===== src/source/isa_pkg.sv =====
package isa_pkg;

   // Datapath and register file geometry
   localparam int word_w     = 32;
   localparam int reg_addr_w = 5;
   localparam int num_regs   = 32;

   // Instruction field widths
   localparam int type_w  = 5;
   localparam int alu_op_w = 5;
   localparam int imm_w   = 22;
   localparam int shamt_w = 5;

   // Instruction types; anything else behaves as a no-op
   localparam logic [type_w-1:0] itype_nop      = 5'd0;
   localparam logic [type_w-1:0] itype_load_imm = 5'd1;
   localparam logic [type_w-1:0] itype_alu      = 5'd2;
   localparam logic [type_w-1:0] itype_jump     = 5'd3;

   // ALU operations; undefined codes give zero
   localparam logic [alu_op_w-1:0] alu_add = 5'd0;
   localparam logic [alu_op_w-1:0] alu_sub = 5'd1;
   localparam logic [alu_op_w-1:0] alu_and = 5'd2;
   localparam logic [alu_op_w-1:0] alu_or  = 5'd3;
   localparam logic [alu_op_w-1:0] alu_xor = 5'd4;
   localparam logic [alu_op_w-1:0] alu_shl = 5'd5;
   localparam logic [alu_op_w-1:0] alu_shr = 5'd6;

   // One instruction word seen in its two encodings.
   // Jumps use the register format with rs0 as condition and rs1 as target
   typedef union packed {
      struct packed {
         logic [type_w-1:0]     itype;
         logic [reg_addr_w-1:0] rd;
         logic [imm_w-1:0]      imm;
      } imm_fmt;
      struct packed {
         logic [type_w-1:0]     itype;
         logic [reg_addr_w-1:0] rd;
         logic [reg_addr_w-1:0] rs0;
         logic [reg_addr_w-1:0] rs1;
         logic [alu_op_w-1:0]   op;
         logic [6:0]            unused;
      } reg_fmt;
   } instr_t;

endpackage


===== src/source/instr_decoder.sv =====
`timescale 1ns/1ns

module instr_decoder
   import isa_pkg::*;
(
   input  logic [word_w-1:0]     instr,
   output logic [type_w-1:0]     itype,
   output logic [reg_addr_w-1:0] rd,
   output logic [reg_addr_w-1:0] rs0,
   output logic [reg_addr_w-1:0] rs1,
   output logic [alu_op_w-1:0]   alu_op,
   output logic [word_w-1:0]     imm,
   output logic                  writes,
   output logic [reg_addr_w-1:0] write_reg
);

   instr_t word;

   assign word = instr;

   always_comb begin
      // Fields stay zero unless the type uses them, so unused source
      // registers never match a write in the forwarding compare
      itype  = itype_nop;
      rd     = '0;
      rs0    = '0;
      rs1    = '0;
      alu_op = '0;
      imm    = '0;
      case (word.imm_fmt.itype)
         itype_load_imm: begin
            itype = itype_load_imm;
            rd    = word.imm_fmt.rd;
            imm   = word_w'(word.imm_fmt.imm);
         end
         itype_alu: begin
            itype  = itype_alu;
            rd     = word.reg_fmt.rd;
            rs0    = word.reg_fmt.rs0;
            rs1    = word.reg_fmt.rs1;
            alu_op = word.reg_fmt.op;
         end
         itype_jump: begin
            itype = itype_jump;
            rs0   = word.reg_fmt.rs0;
            rs1   = word.reg_fmt.rs1;
         end
         default: begin
            itype = itype_nop;
         end
      endcase
   end

   // Register 0 is hardwired so a write to it is dropped here
   assign writes    = ((itype == itype_load_imm) || (itype == itype_alu)) && (rd != '0);
   assign write_reg = rd;

endmodule


===== src/source/register_file.sv =====
`timescale 1ns/1ns

module register_file
   import isa_pkg::*;
(
   input  logic                  clk,
   input  logic                  arst_n,
   input  logic [reg_addr_w-1:0] read_address_0,
   input  logic [reg_addr_w-1:0] read_address_1,
   input  logic [reg_addr_w-1:0] write_address,
   input  logic [word_w-1:0]     write_data,
   input  logic                  write_enable,
   output logic [word_w-1:0]     read_data_0,
   output logic [word_w-1:0]     read_data_1
);

   logic [word_w-1:0] regs [num_regs];

   always_ff @(posedge clk or negedge arst_n) begin
      if (!arst_n) begin
         for (int i = 0; i < num_regs; i++) begin
            regs[i] <= '0;
         end
      end else if (write_enable) begin
         regs[write_address] <= write_data;
      end
   end

   // Write-through so a value written at the coming edge is already
   // visible to the instruction being decoded now
   always_comb begin
      if (read_address_0 == '0) begin
         read_data_0 = '0;
      end else if (write_enable && (write_address == read_address_0)) begin
         read_data_0 = write_data;
      end else begin
         read_data_0 = regs[read_address_0];
      end
   end

   always_comb begin
      if (read_address_1 == '0) begin
         read_data_1 = '0;
      end else if (write_enable && (write_address == read_address_1)) begin
         read_data_1 = write_data;
      end else begin
         read_data_1 = regs[read_address_1];
      end
   end

   // The decoder never lets a write to register 0 reach write-back
   a_no_write_reg0 : assert property (
      @(posedge clk) disable iff (!arst_n)
      write_enable |-> (write_address != '0)
   );

endmodule


===== src/source/decode_stage.sv =====
`timescale 1ns/1ns

module decode_stage
   import isa_pkg::*;
(
   input  logic                  clk,
   input  logic                  arst_n,
   input  logic [word_w-1:0]     instr,
   input  logic                  stall,
   input  logic                  squash,
   input  logic [word_w-1:0]     exe_result,
   input  logic                  wb_en,
   input  logic [reg_addr_w-1:0] wb_reg,
   input  logic [word_w-1:0]     wb_data,
   output logic [word_w-1:0]     exe_instr,
   output logic [word_w-1:0]     operand_0,
   output logic [word_w-1:0]     operand_1
);

   logic [reg_addr_w-1:0] rs0;
   logic [reg_addr_w-1:0] rs1;
   logic [word_w-1:0]     rf_data_0;
   logic [word_w-1:0]     rf_data_1;
   logic                  exe_writes;
   logic [reg_addr_w-1:0] exe_write_reg;
   logic [word_w-1:0]     operand_0_next;
   logic [word_w-1:0]     operand_1_next;
   logic [word_w-1:0]     instr_next;
   logic [word_w-1:0]     decode_instr_q;

   // Source registers of the incoming word
   instr_decoder u_decoder (
      .instr     (instr),
      .itype     (),
      .rd        (),
      .rs0       (rs0),
      .rs1       (rs1),
      .alu_op    (),
      .imm       (),
      .writes    (),
      .write_reg ()
   );

   // Destination of the word now in execute
   instr_decoder u_exe_decoder (
      .instr     (exe_instr),
      .itype     (),
      .rd        (),
      .rs0       (),
      .rs1       (),
      .alu_op    (),
      .imm       (),
      .writes    (exe_writes),
      .write_reg (exe_write_reg)
   );

   register_file u_register_file (
      .clk            (clk),
      .arst_n         (arst_n),
      .read_address_0 (rs0),
      .read_address_1 (rs1),
      .write_address  (wb_reg),
      .write_data     (wb_data),
      .write_enable   (wb_en),
      .read_data_0    (rf_data_0),
      .read_data_1    (rf_data_1)
   );

   // Execute result wins over the register file as the newer value
   assign operand_0_next = (exe_writes && (exe_write_reg == rs0)) ? exe_result : rf_data_0;
   assign operand_1_next = (exe_writes && (exe_write_reg == rs1)) ? exe_result : rf_data_1;

   // Stall or squash turns the incoming word into a no-op
   assign instr_next = (stall || squash) ? '0 : instr;

   always_ff @(posedge clk or negedge arst_n) begin
      if (!arst_n) begin
         decode_instr_q <= '0;
         operand_0      <= '0;
         operand_1      <= '0;
      end else begin
         decode_instr_q <= instr_next;
         operand_0      <= operand_0_next;
         operand_1      <= operand_1_next;
      end
   end

   // Squash also kills the word already held for execute
   assign exe_instr = squash ? '0 : decode_instr_q;

   a_exe_instr_known : assert property (
      @(posedge clk) disable iff (!arst_n)
      !$isunknown(exe_instr)
   );

endmodule


===== src/source/execute_stage.sv =====
`timescale 1ns/1ns

module execute_stage
   import isa_pkg::*;
(
   input  logic                  clk,
   input  logic                  arst_n,
   input  logic [word_w-1:0]     exe_instr,
   input  logic [word_w-1:0]     operand_0,
   input  logic [word_w-1:0]     operand_1,
   output logic [word_w-1:0]     exe_result,
   output logic                  wb_en,
   output logic [reg_addr_w-1:0] wb_reg,
   output logic [word_w-1:0]     wb_data,
   output logic                  jump_taken,
   output logic [word_w-1:0]     jump_target
);

   logic [type_w-1:0]     itype;
   logic [alu_op_w-1:0]   alu_op;
   logic [word_w-1:0]     imm;
   logic                  writes;
   logic [reg_addr_w-1:0] write_reg;
   logic [word_w-1:0]     alu_result;
   logic                  take_jump;

   instr_decoder u_decoder (
      .instr     (exe_instr),
      .itype     (itype),
      .rd        (),
      .rs0       (),
      .rs1       (),
      .alu_op    (alu_op),
      .imm       (imm),
      .writes    (writes),
      .write_reg (write_reg)
   );

   always_comb begin
      case (alu_op)
         alu_add: alu_result = operand_0 + operand_1;
         alu_sub: alu_result = operand_0 - operand_1;
         alu_and: alu_result = operand_0 & operand_1;
         alu_or:  alu_result = operand_0 | operand_1;
         alu_xor: alu_result = operand_0 ^ operand_1;
         alu_shl: alu_result = operand_0 << operand_1[shamt_w-1:0];
         alu_shr: alu_result = operand_0 >> operand_1[shamt_w-1:0];
         default: alu_result = '0;
      endcase
   end

   // Also fed back to decode for forwarding
   always_comb begin
      case (itype)
         itype_alu:      exe_result = alu_result;
         itype_load_imm: exe_result = imm;
         default:        exe_result = '0;
      endcase
   end

   // Condition value nonzero means taken
   assign take_jump = (itype == itype_jump) && (operand_0 != '0);

   always_ff @(posedge clk or negedge arst_n) begin
      if (!arst_n) begin
         wb_en       <= 1'b0;
         wb_reg      <= '0;
         wb_data     <= '0;
         jump_taken  <= 1'b0;
         jump_target <= '0;
      end else begin
         wb_en       <= writes;
         wb_reg      <= write_reg;
         wb_data     <= exe_result;
         jump_taken  <= take_jump;
         jump_target <= take_jump ? operand_1 : '0;
      end
   end

   a_wb_jump_exclusive : assert property (
      @(posedge clk) disable iff (!arst_n)
      !(wb_en && jump_taken)
   );

endmodule


===== src/source/pipeline_core.sv =====
`timescale 1ns/1ns

module pipeline_core
   import isa_pkg::*;
(
   input  logic                  clk,
   input  logic                  arst_n,
   input  logic [word_w-1:0]     instr,
   input  logic                  stall,
   input  logic                  squash,
   output logic                  wb_en,
   output logic [reg_addr_w-1:0] wb_reg,
   output logic [word_w-1:0]     wb_data,
   output logic                  jump_taken,
   output logic [word_w-1:0]     jump_target
);

   logic [word_w-1:0] exe_instr;
   logic [word_w-1:0] operand_0;
   logic [word_w-1:0] operand_1;
   logic [word_w-1:0] exe_result;

   decode_stage u_decode_stage (
      .clk        (clk),
      .arst_n     (arst_n),
      .instr      (instr),
      .stall      (stall),
      .squash     (squash),
      .exe_result (exe_result),
      .wb_en      (wb_en),
      .wb_reg     (wb_reg),
      .wb_data    (wb_data),
      .exe_instr  (exe_instr),
      .operand_0  (operand_0),
      .operand_1  (operand_1)
   );

   // Write-back outputs double as the register file write port
   execute_stage u_execute_stage (
      .clk         (clk),
      .arst_n      (arst_n),
      .exe_instr   (exe_instr),
      .operand_0   (operand_0),
      .operand_1   (operand_1),
      .exe_result  (exe_result),
      .wb_en       (wb_en),
      .wb_reg      (wb_reg),
      .wb_data     (wb_data),
      .jump_taken  (jump_taken),
      .jump_target (jump_target)
   );

endmodule


===== config.mk =====
export PLATFORM = sky130hd
export DESIGN_NAME = pipeline_core
export DESIGN_NICKNAME = d
export VERILOG_FILES = /design/src/source/isa_pkg.sv /design/src/source/instr_decoder.sv /design/src/source/register_file.sv /design/src/source/decode_stage.sv /design/src/source/execute_stage.sv /design/src/source/pipeline_core.sv
export SDC_FILE = /design/constraint.sdc
export NUM_CORES = 2
export LEC_CHECK = 0
export BUFFER_PORTS_ARGS = -buffer_cell sky130_fd_sc_hd__buf_2
export CAP_MARGIN = 20
export CORE_ASPECT_RATIO = 0.5
export CORE_MARGIN = 2
export CORE_UTILIZATION = 52
export CTS_CLUSTER_SIZE = 28
export DETAILED_ROUTE_END_ITERATION = 6
export PLACE_DENSITY = 0.8
export SETUP_SLACK_MARGIN = 0.05
export SLEW_MARGIN = 25
export SYNTH_ARGS = -nofsm -noshare
export SYNTH_HDL_FRONTEND = slang
export SYNTH_HIERARCHICAL = 1
export SYNTH_SLANG_ARGS = --single-unit
export TNS_END_PERCENT = 10

===== constraint.sdc =====
create_clock -name clk -period 9.5 [get_ports clk]
set_input_delay 1.9 -clock clk [delete_from_list [all_inputs] [get_ports clk]]
set_output_delay 1.9 -clock clk [all_outputs]
set_load 0.05 [all_outputs]

# Word-level counts from Yosys, hierarchy flattened
# Cells that the tools add are included.
# op_classes
n_addsub	2
magnitude_cmp	4
eq_ne	18
n_shift	2
n_mux	26
n_bitwise	6
reduce_logical	16
# ops
operator	n
$bwmux 1024	1
$mux 32	14
$bmux 32 s5	2
$pmux 32 s7	1
$demux 32 s5	1
$pmux 32 s2	1
$add 32x32->32	1
$and 32x32->32	1
$or 32x32->32	1
$reduce_bool 32->1	1
$shl 32x5->32	1
$shr 32x5->32	1
$sub 32x32->32	1
$xor 32x32->32	1
$eq 5x2->1 const B	6
$mux 22	1
$eq 5x5->1	4
$mux 5	4
$ge 6x6->1 const B	3
$not 5->6	3
$eq 5x1->1 const B	3
$eq 5x3->1 const B	3
$logic_not 5->1	3
$logic_and 1x1->1	7
other kinds (6)	9
# word_totals
regBits	1191
output_inout_bits	71
elab_cells	114

# Logic depth before layout (Yosys ltp)
# logic_depth
ltp_word	10
mapped_depth	24
mapped_depth_nobuf	20

# Hierarchy
# The synthesis kept the hierarchy.
# modules_own_cells
mod	instances	cells_per_inst	area_per_inst_um2
register_file	1	3733	54770.0
execute_stage	1	1225	9845.7
decode_stage	1	253	3887.5
instr_decoder	3	101	620.6

# Worst setup path after synthesis
# OpenSTA, ideal clock, no wires.
# synth_timing
path_type	input -> register
startpoint	in squash
endpoint	reg u_decode_stage.operand_1[27]
setup_time_ps	125
t_arrival_ps	6780
path_slack_ps	2595
stages	24
path_buffers	6
cell_sequence	clkbuf_1 nor2b_1 or4b_1 buf_6 nor3_1 clkbuf_1 nor2_1 clkbuf_1 and2_1 clkbuf_1 a31oi_1 xnor2_1 ha_1 clkbuf_1 a21oi_1 o21ai_0 a41oi_1 o211ai_1 a31oi_1 o221ai_1 a31oi_1 xor2_1 o21ai_0 mux2_2
# synth_via
word_cells_on_any_way	25
# synth_rtl
element	line	rtl
start, declared	pipeline_core.sv:10	input logic squash,
$mux 32 *	decode_stage.sv:89	assign exe_instr = squash ? '0 : decode_instr_q;
named net exe_instr[28]	pipeline_core.sv:18	logic [word_w-1:0] exe_instr;
$eq 5x2->1 *	instr_decoder.sv:30	case (word.imm_fmt.itype)
$mux 5 *	instr_decoder.sv:30	
named net u_execute_stage.alu_op[1]	execute_stage.sv:20	logic [alu_op_w-1:0] alu_op;
$eq 5x3->1, or another cell as far along	execute_stage.sv:40	case (alu_op)
$pmux 32 s7 *	execute_stage.sv:40	
$pmux 32 s2 *	execute_stage.sv:54	case (itype)
named net exe_result[27]	pipeline_core.sv:21	logic [word_w-1:0] exe_result;
$mux 32 *	decode_stage.sv:71	assign operand_1_next = (exe_writes && (exe_write_reg == rs1)) ? exe_result : rf_data_1;
named net u_decode_stage.operand_1_next[27]	decode_stage.sv:27	logic [word_w-1:0] operand_1_next;
end signal, assigned	decode_stage.sv:84	operand_1 <= operand_1_next;
end, declared	decode_stage.sv:17	output logic [word_w-1:0] operand_1
# Mark *: on every way through the listed nets, which the timed path passes. The rest lies on a longest branch.
# A chain may end at the register's enable or synchronous reset.

# Worst setup path in the final report
# layout_timing
startpoint	in squash
endpoint	reg u_decode_stage.operand_0[28]
# layout_via
word_cells_on_any_way	25
# layout_rtl
element	line	rtl
$mux 32 *	decode_stage.sv:89	
named net exe_instr[28]	pipeline_core.sv:18	
$eq 5x2->1 *	instr_decoder.sv:30	
$mux 5 *	instr_decoder.sv:30	
named net u_execute_stage.alu_op[2]	execute_stage.sv:20	
$eq 5x3->1, or another cell as far along	execute_stage.sv:40	
$pmux 32 s7 *	execute_stage.sv:40	
$pmux 32 s2 *	execute_stage.sv:54	
named net exe_result[28]	pipeline_core.sv:21	
$mux 32 *	decode_stage.sv:70	assign operand_0_next = (exe_writes && (exe_write_reg == rs0)) ? exe_result : rf_data_0;
named net u_decode_stage.operand_0_next[28]	decode_stage.sv:26	logic [word_w-1:0] operand_0_next;
end signal, assigned	decode_stage.sv:83	operand_0 <= operand_0_next;
end, declared	decode_stage.sv:16	output logic [word_w-1:0] operand_0,
# Marks and branches as above.

==> metrics.log <==
INFO  metric ys.warnings.count = 6
INFO  metric layout-drive-gt1-share = 0.399
INFO  metric power.static_leakage = ~33 nW
INFO  metric chipHeight = roughly 260 microns
INFO  metric path_clk_slew = 0.06 ns
INFO  metric groute.usage.overall = 0.339
INFO  metric final.min_clock_period = 7.16 ns
INFO  metric p_seq_frac = 0.476
INFO  metric finalSetupTns = 0 ns
INFO  metric power_switching_share = 0.235
INFO  metric finalMaxSlewViolations = 0
INFO  metric routed_via_density = a little over 7
INFO  metric largest_register = u_decode_stage/u_register_file/regs
INFO  metric clock_tree.buffer_depth = 3
INFO  metric timing.final.crit_share = 0.754
INFO  metric first_global_vias = 51,061
INFO  metric postRouteAntennaNets = 0
INFO  metric cp_num_buf_inv = 1
INFO  metric syn_to_final_growth = 8.61%
INFO  metric post_synthesis_instance_total = around 5,300
INFO  metric largest_register_ffs = 1,024
INFO  metric detailed_place.area = slightly above 70,000 sq um
INFO  metric finalWirelength = 235 mm
INFO  metric synthesis.area = roughly 70,000 sq um
INFO  metric cp_max_fo = 12
INFO  metric endpoint_kind = flip-flop
INFO  metric timing.critical_path.cells = buf_2, nor2b_1, or4b_1, nor3_1, or3_1, nor2_1, and2_1, a21o_2, xnor2_1, ha_1, a21o_1, a21o_1, a21oi_1, nand3_1, a311oi_1, o211ai_1, o211ai_1, mux2i_1, o221ai_1, mux2_4
INFO  metric power.internal = 8.18 mW
INFO  metric p_switching = 2.52 mW
INFO  metric worst_ep_required_time = 10.12 ns
INFO  metric htree_levels = 3
INFO  metric critical_path_slowest_stage_cell = sky130_fd_sc_hd__a311oi_1
INFO  metric cp-start-kind = input pin
INFO  metric floorplan.io_pins = 107
INFO  metric cell_at_the_root_of_the_clock_tree = sky130_fd_sc_hd__clkbuf_16
INFO  metric avgSynthCellArea = 13.0 sq um
INFO  metric clockPowerShare = 0.463
INFO  metric clock_insertion_delay_worst_skew = 0.77 ns
INFO  metric grt_pass1_wl = 342 mm
INFO  metric slew_headroom = 0.197
INFO  metric nFillCells = 10,053
INFO  metric vias = 50,864
INFO  metric nNetsFinal = ~5,300
INFO  metric layout.cell_area.non_filler = approximately 75,000 sq um
INFO  metric setup_viol = 0
INFO  metric tritoncts_clock_tree = built
INFO  metric outcome = complete, no violations
INFO  metric dpl.hpwl = ~140 mm
INFO  metric fp.dieArea = 136,000 sq um
INFO  metric max-vdd-ir-drop = between 0.1 and 0.15 mV
INFO  metric cts_post_setup_buffers_inserted = 0
INFO  metric grt_setup_unrepaired = no
INFO  metric overflow = 0
INFO  metric pwr_density_cell = 142 nW/um^2
INFO  metric clock_sinks = 1,191
INFO  metric max_freq = 140 MHz
INFO  metric drc = 0
INFO  metric post_cts_hold_buffer_count = 0
INFO  metric fin_worst_skew = 0.0307 ns
INFO  metric io_buffer_count = roughly 110
INFO  metric post_cts.resized_instances = 0
INFO  metric number_of_hold_slack_violations_in_the_final_timing_report = 0
INFO  metric max_slew.worst_pin.slew = 1.20 ns
INFO  metric initial_detailed_routing_violation_count = 7,640
INFO  metric floorplan.die.width = 520 microns
INFO  metric antenna_violations_before_repair = 9
INFO  metric comb_power_share = 0.061
INFO  metric final_cell_count_no_fill = 7,061
INFO  metric rd_place_congestion = 0.971
INFO  metric worst-endpoint-arrival = just under 8 ns
INFO  metric cts_buffers = 112
INFO  metric drv_cap = 0
INFO  metric drt_pass1_iterations = 6
INFO  metric cpPeakStageDelay = roughly 0.67 ns
INFO  metric detail_route.wl_per_cell = 33.2 microns
INFO  metric setup.worst_path.class = input pin to flip-flop
INFO  metric placedCellCount = between 6,000 and 7,000
INFO  metric total_number_of_placement_rows = 94
INFO  metric design.core.area = about 130,000 sq um
INFO  metric holdCritPathClass = flip-flop to flip-flop
INFO  metric pin_count_of_the_biggest_net_entering_global_routing = approximately 180
INFO  metric initial_utilization = 0.526
INFO  metric crit_family = compound AO/OA/AOI/OAI gates
-- final timing paths --
check | endpoint | slack, ns | depth (start not counted) | start
hold / removal | u_decode_stage/u_register_file/regs[625]$_DFFE_PN0P_ | 0.53 | 1 | u_decode_stage/u_register_file/regs[625]$_DFFE_PN0P_
setup / recovery | u_decode_stage/operand_0[28]$_DFF_PN0_ | 2.34 | 20 | squash
setup reg to reg | u_decode_stage/operand_0[28]$_DFF_PN0_ | 3.33 | 19 | u_decode_stage/decode_instr_q[28]$_DFF_PN0_
max in group asynchronous | u_decode_stage/operand_1[1]$_DFF_PN0_ | 6.38 | 4 | arst_n
hold reg to reg | u_decode_stage/u_register_file/regs[625]$_DFFE_PN0P_ | 0.53 | 1 | u_decode_stage/u_register_file/regs[625]$_DFFE_PN0P_
min in group asynchronous | u_decode_stage/u_register_file/regs[580]$_DFFE_PN0P_ | 1.14 | 1 | arst_n
-- power groups by stage --
stage / combinational, mW / clock, mW / sequential [mW]
after detailed placement: 0.626 / 0 / 5.19
after global placement: 0.622 / 0 / 5.19
after CTS: 0.630 / 4.97 / 5.09
final: 0.647 / 4.95 / 5.09
after floorplan: 0.375 / 0 / 5.19
after global routing: 0.698 / 5.19 / 5.09
-- layout make-up --
| class | count | area, sq um | share of cell area |
|---|---|---|---|
| diodes | 6 | 15.0 | 0.000199 |
| clock buffers | 159 | 3340 | 0.0444 |
| clock inverters | 53 | 741 | 0.00984 |
| inverters | 112 | 420 | 0.00558 |
| multi-input cells | 3503 | 36800 | 0.489 |
| flip-flops and latches | 1191 | 29800 | 0.396 |
| well taps | 1776 | 2220 | 0.0295 |
| repair buffers | 261 | 1940 | 0.0258 |
-- layout by cell type (no fill, tap or decap), drive strengths merged, types with 11 or more instances in the layout --
cell and instances:
nand4 13, o211ai 24, xor2 24, a221o 13, a22oi 165, o22ai 30
nor3b 15, inv 114, bufinv 16, ha 97, xnor2 52, buf 261
clkinv 29, mux2 1103, mux2i 278, a31oi 13, a21oi 187, conb 13
nor4 15, o21ai 135, dfrtp 1191, nand2 172, nand3 22, a22o 39
o221ai 76, and3 12, and2 78, nor2 154, nor2b 47, a211oi 40
a21o 19, nor3 46, clkbuf 159, mux4 448, nand2b 11, a221oi 49
-- stage by stage --
stage | utilization | hold WS [ns] | total power [mW] | setup slack, ns
4_1_cts | 0.570 | 0.526 | 10.7 | 2.53
3_5_place_dp | 0.539 | 0.512 | 5.81 | 1.78
2_1_floorplan | - | 0.480 | 5.56 | 2.64
6_report | 0.571 | 0.526 | 10.7 | 2.34
3_3_place_gp | 0.539 | 0.498 | 5.81 | 1.98
5_1_grt | 0.571 | 0.538 | 11.0 | 2.10
-- routing by layer --
layer  vias up  GRT usage  wire length, microns
li1      19946          -                     -
met1     26351      0.433                 85800
met2      3662      0.499                101000
met3       887      0.130                 32200
met4        18      0.189                 14600
met5         -     0.0111                   466
-- worst reg2reg max path, delay by kind of cell, from the launching register on --
kind | cells | cell delay, ns
flip-flops | 1 | 0.33
XOR/XNOR | 1 | 0.13
adder cells (fa/ha/maj) | 1 | 0.41
multiplexers | 2 | 0.54
AO/OA/AOI/OAI | 8 | 2.40
AND/OR/NAND/NOR | 7 | 2.25
Note: power is estimated with default switching activity, not from simulation.
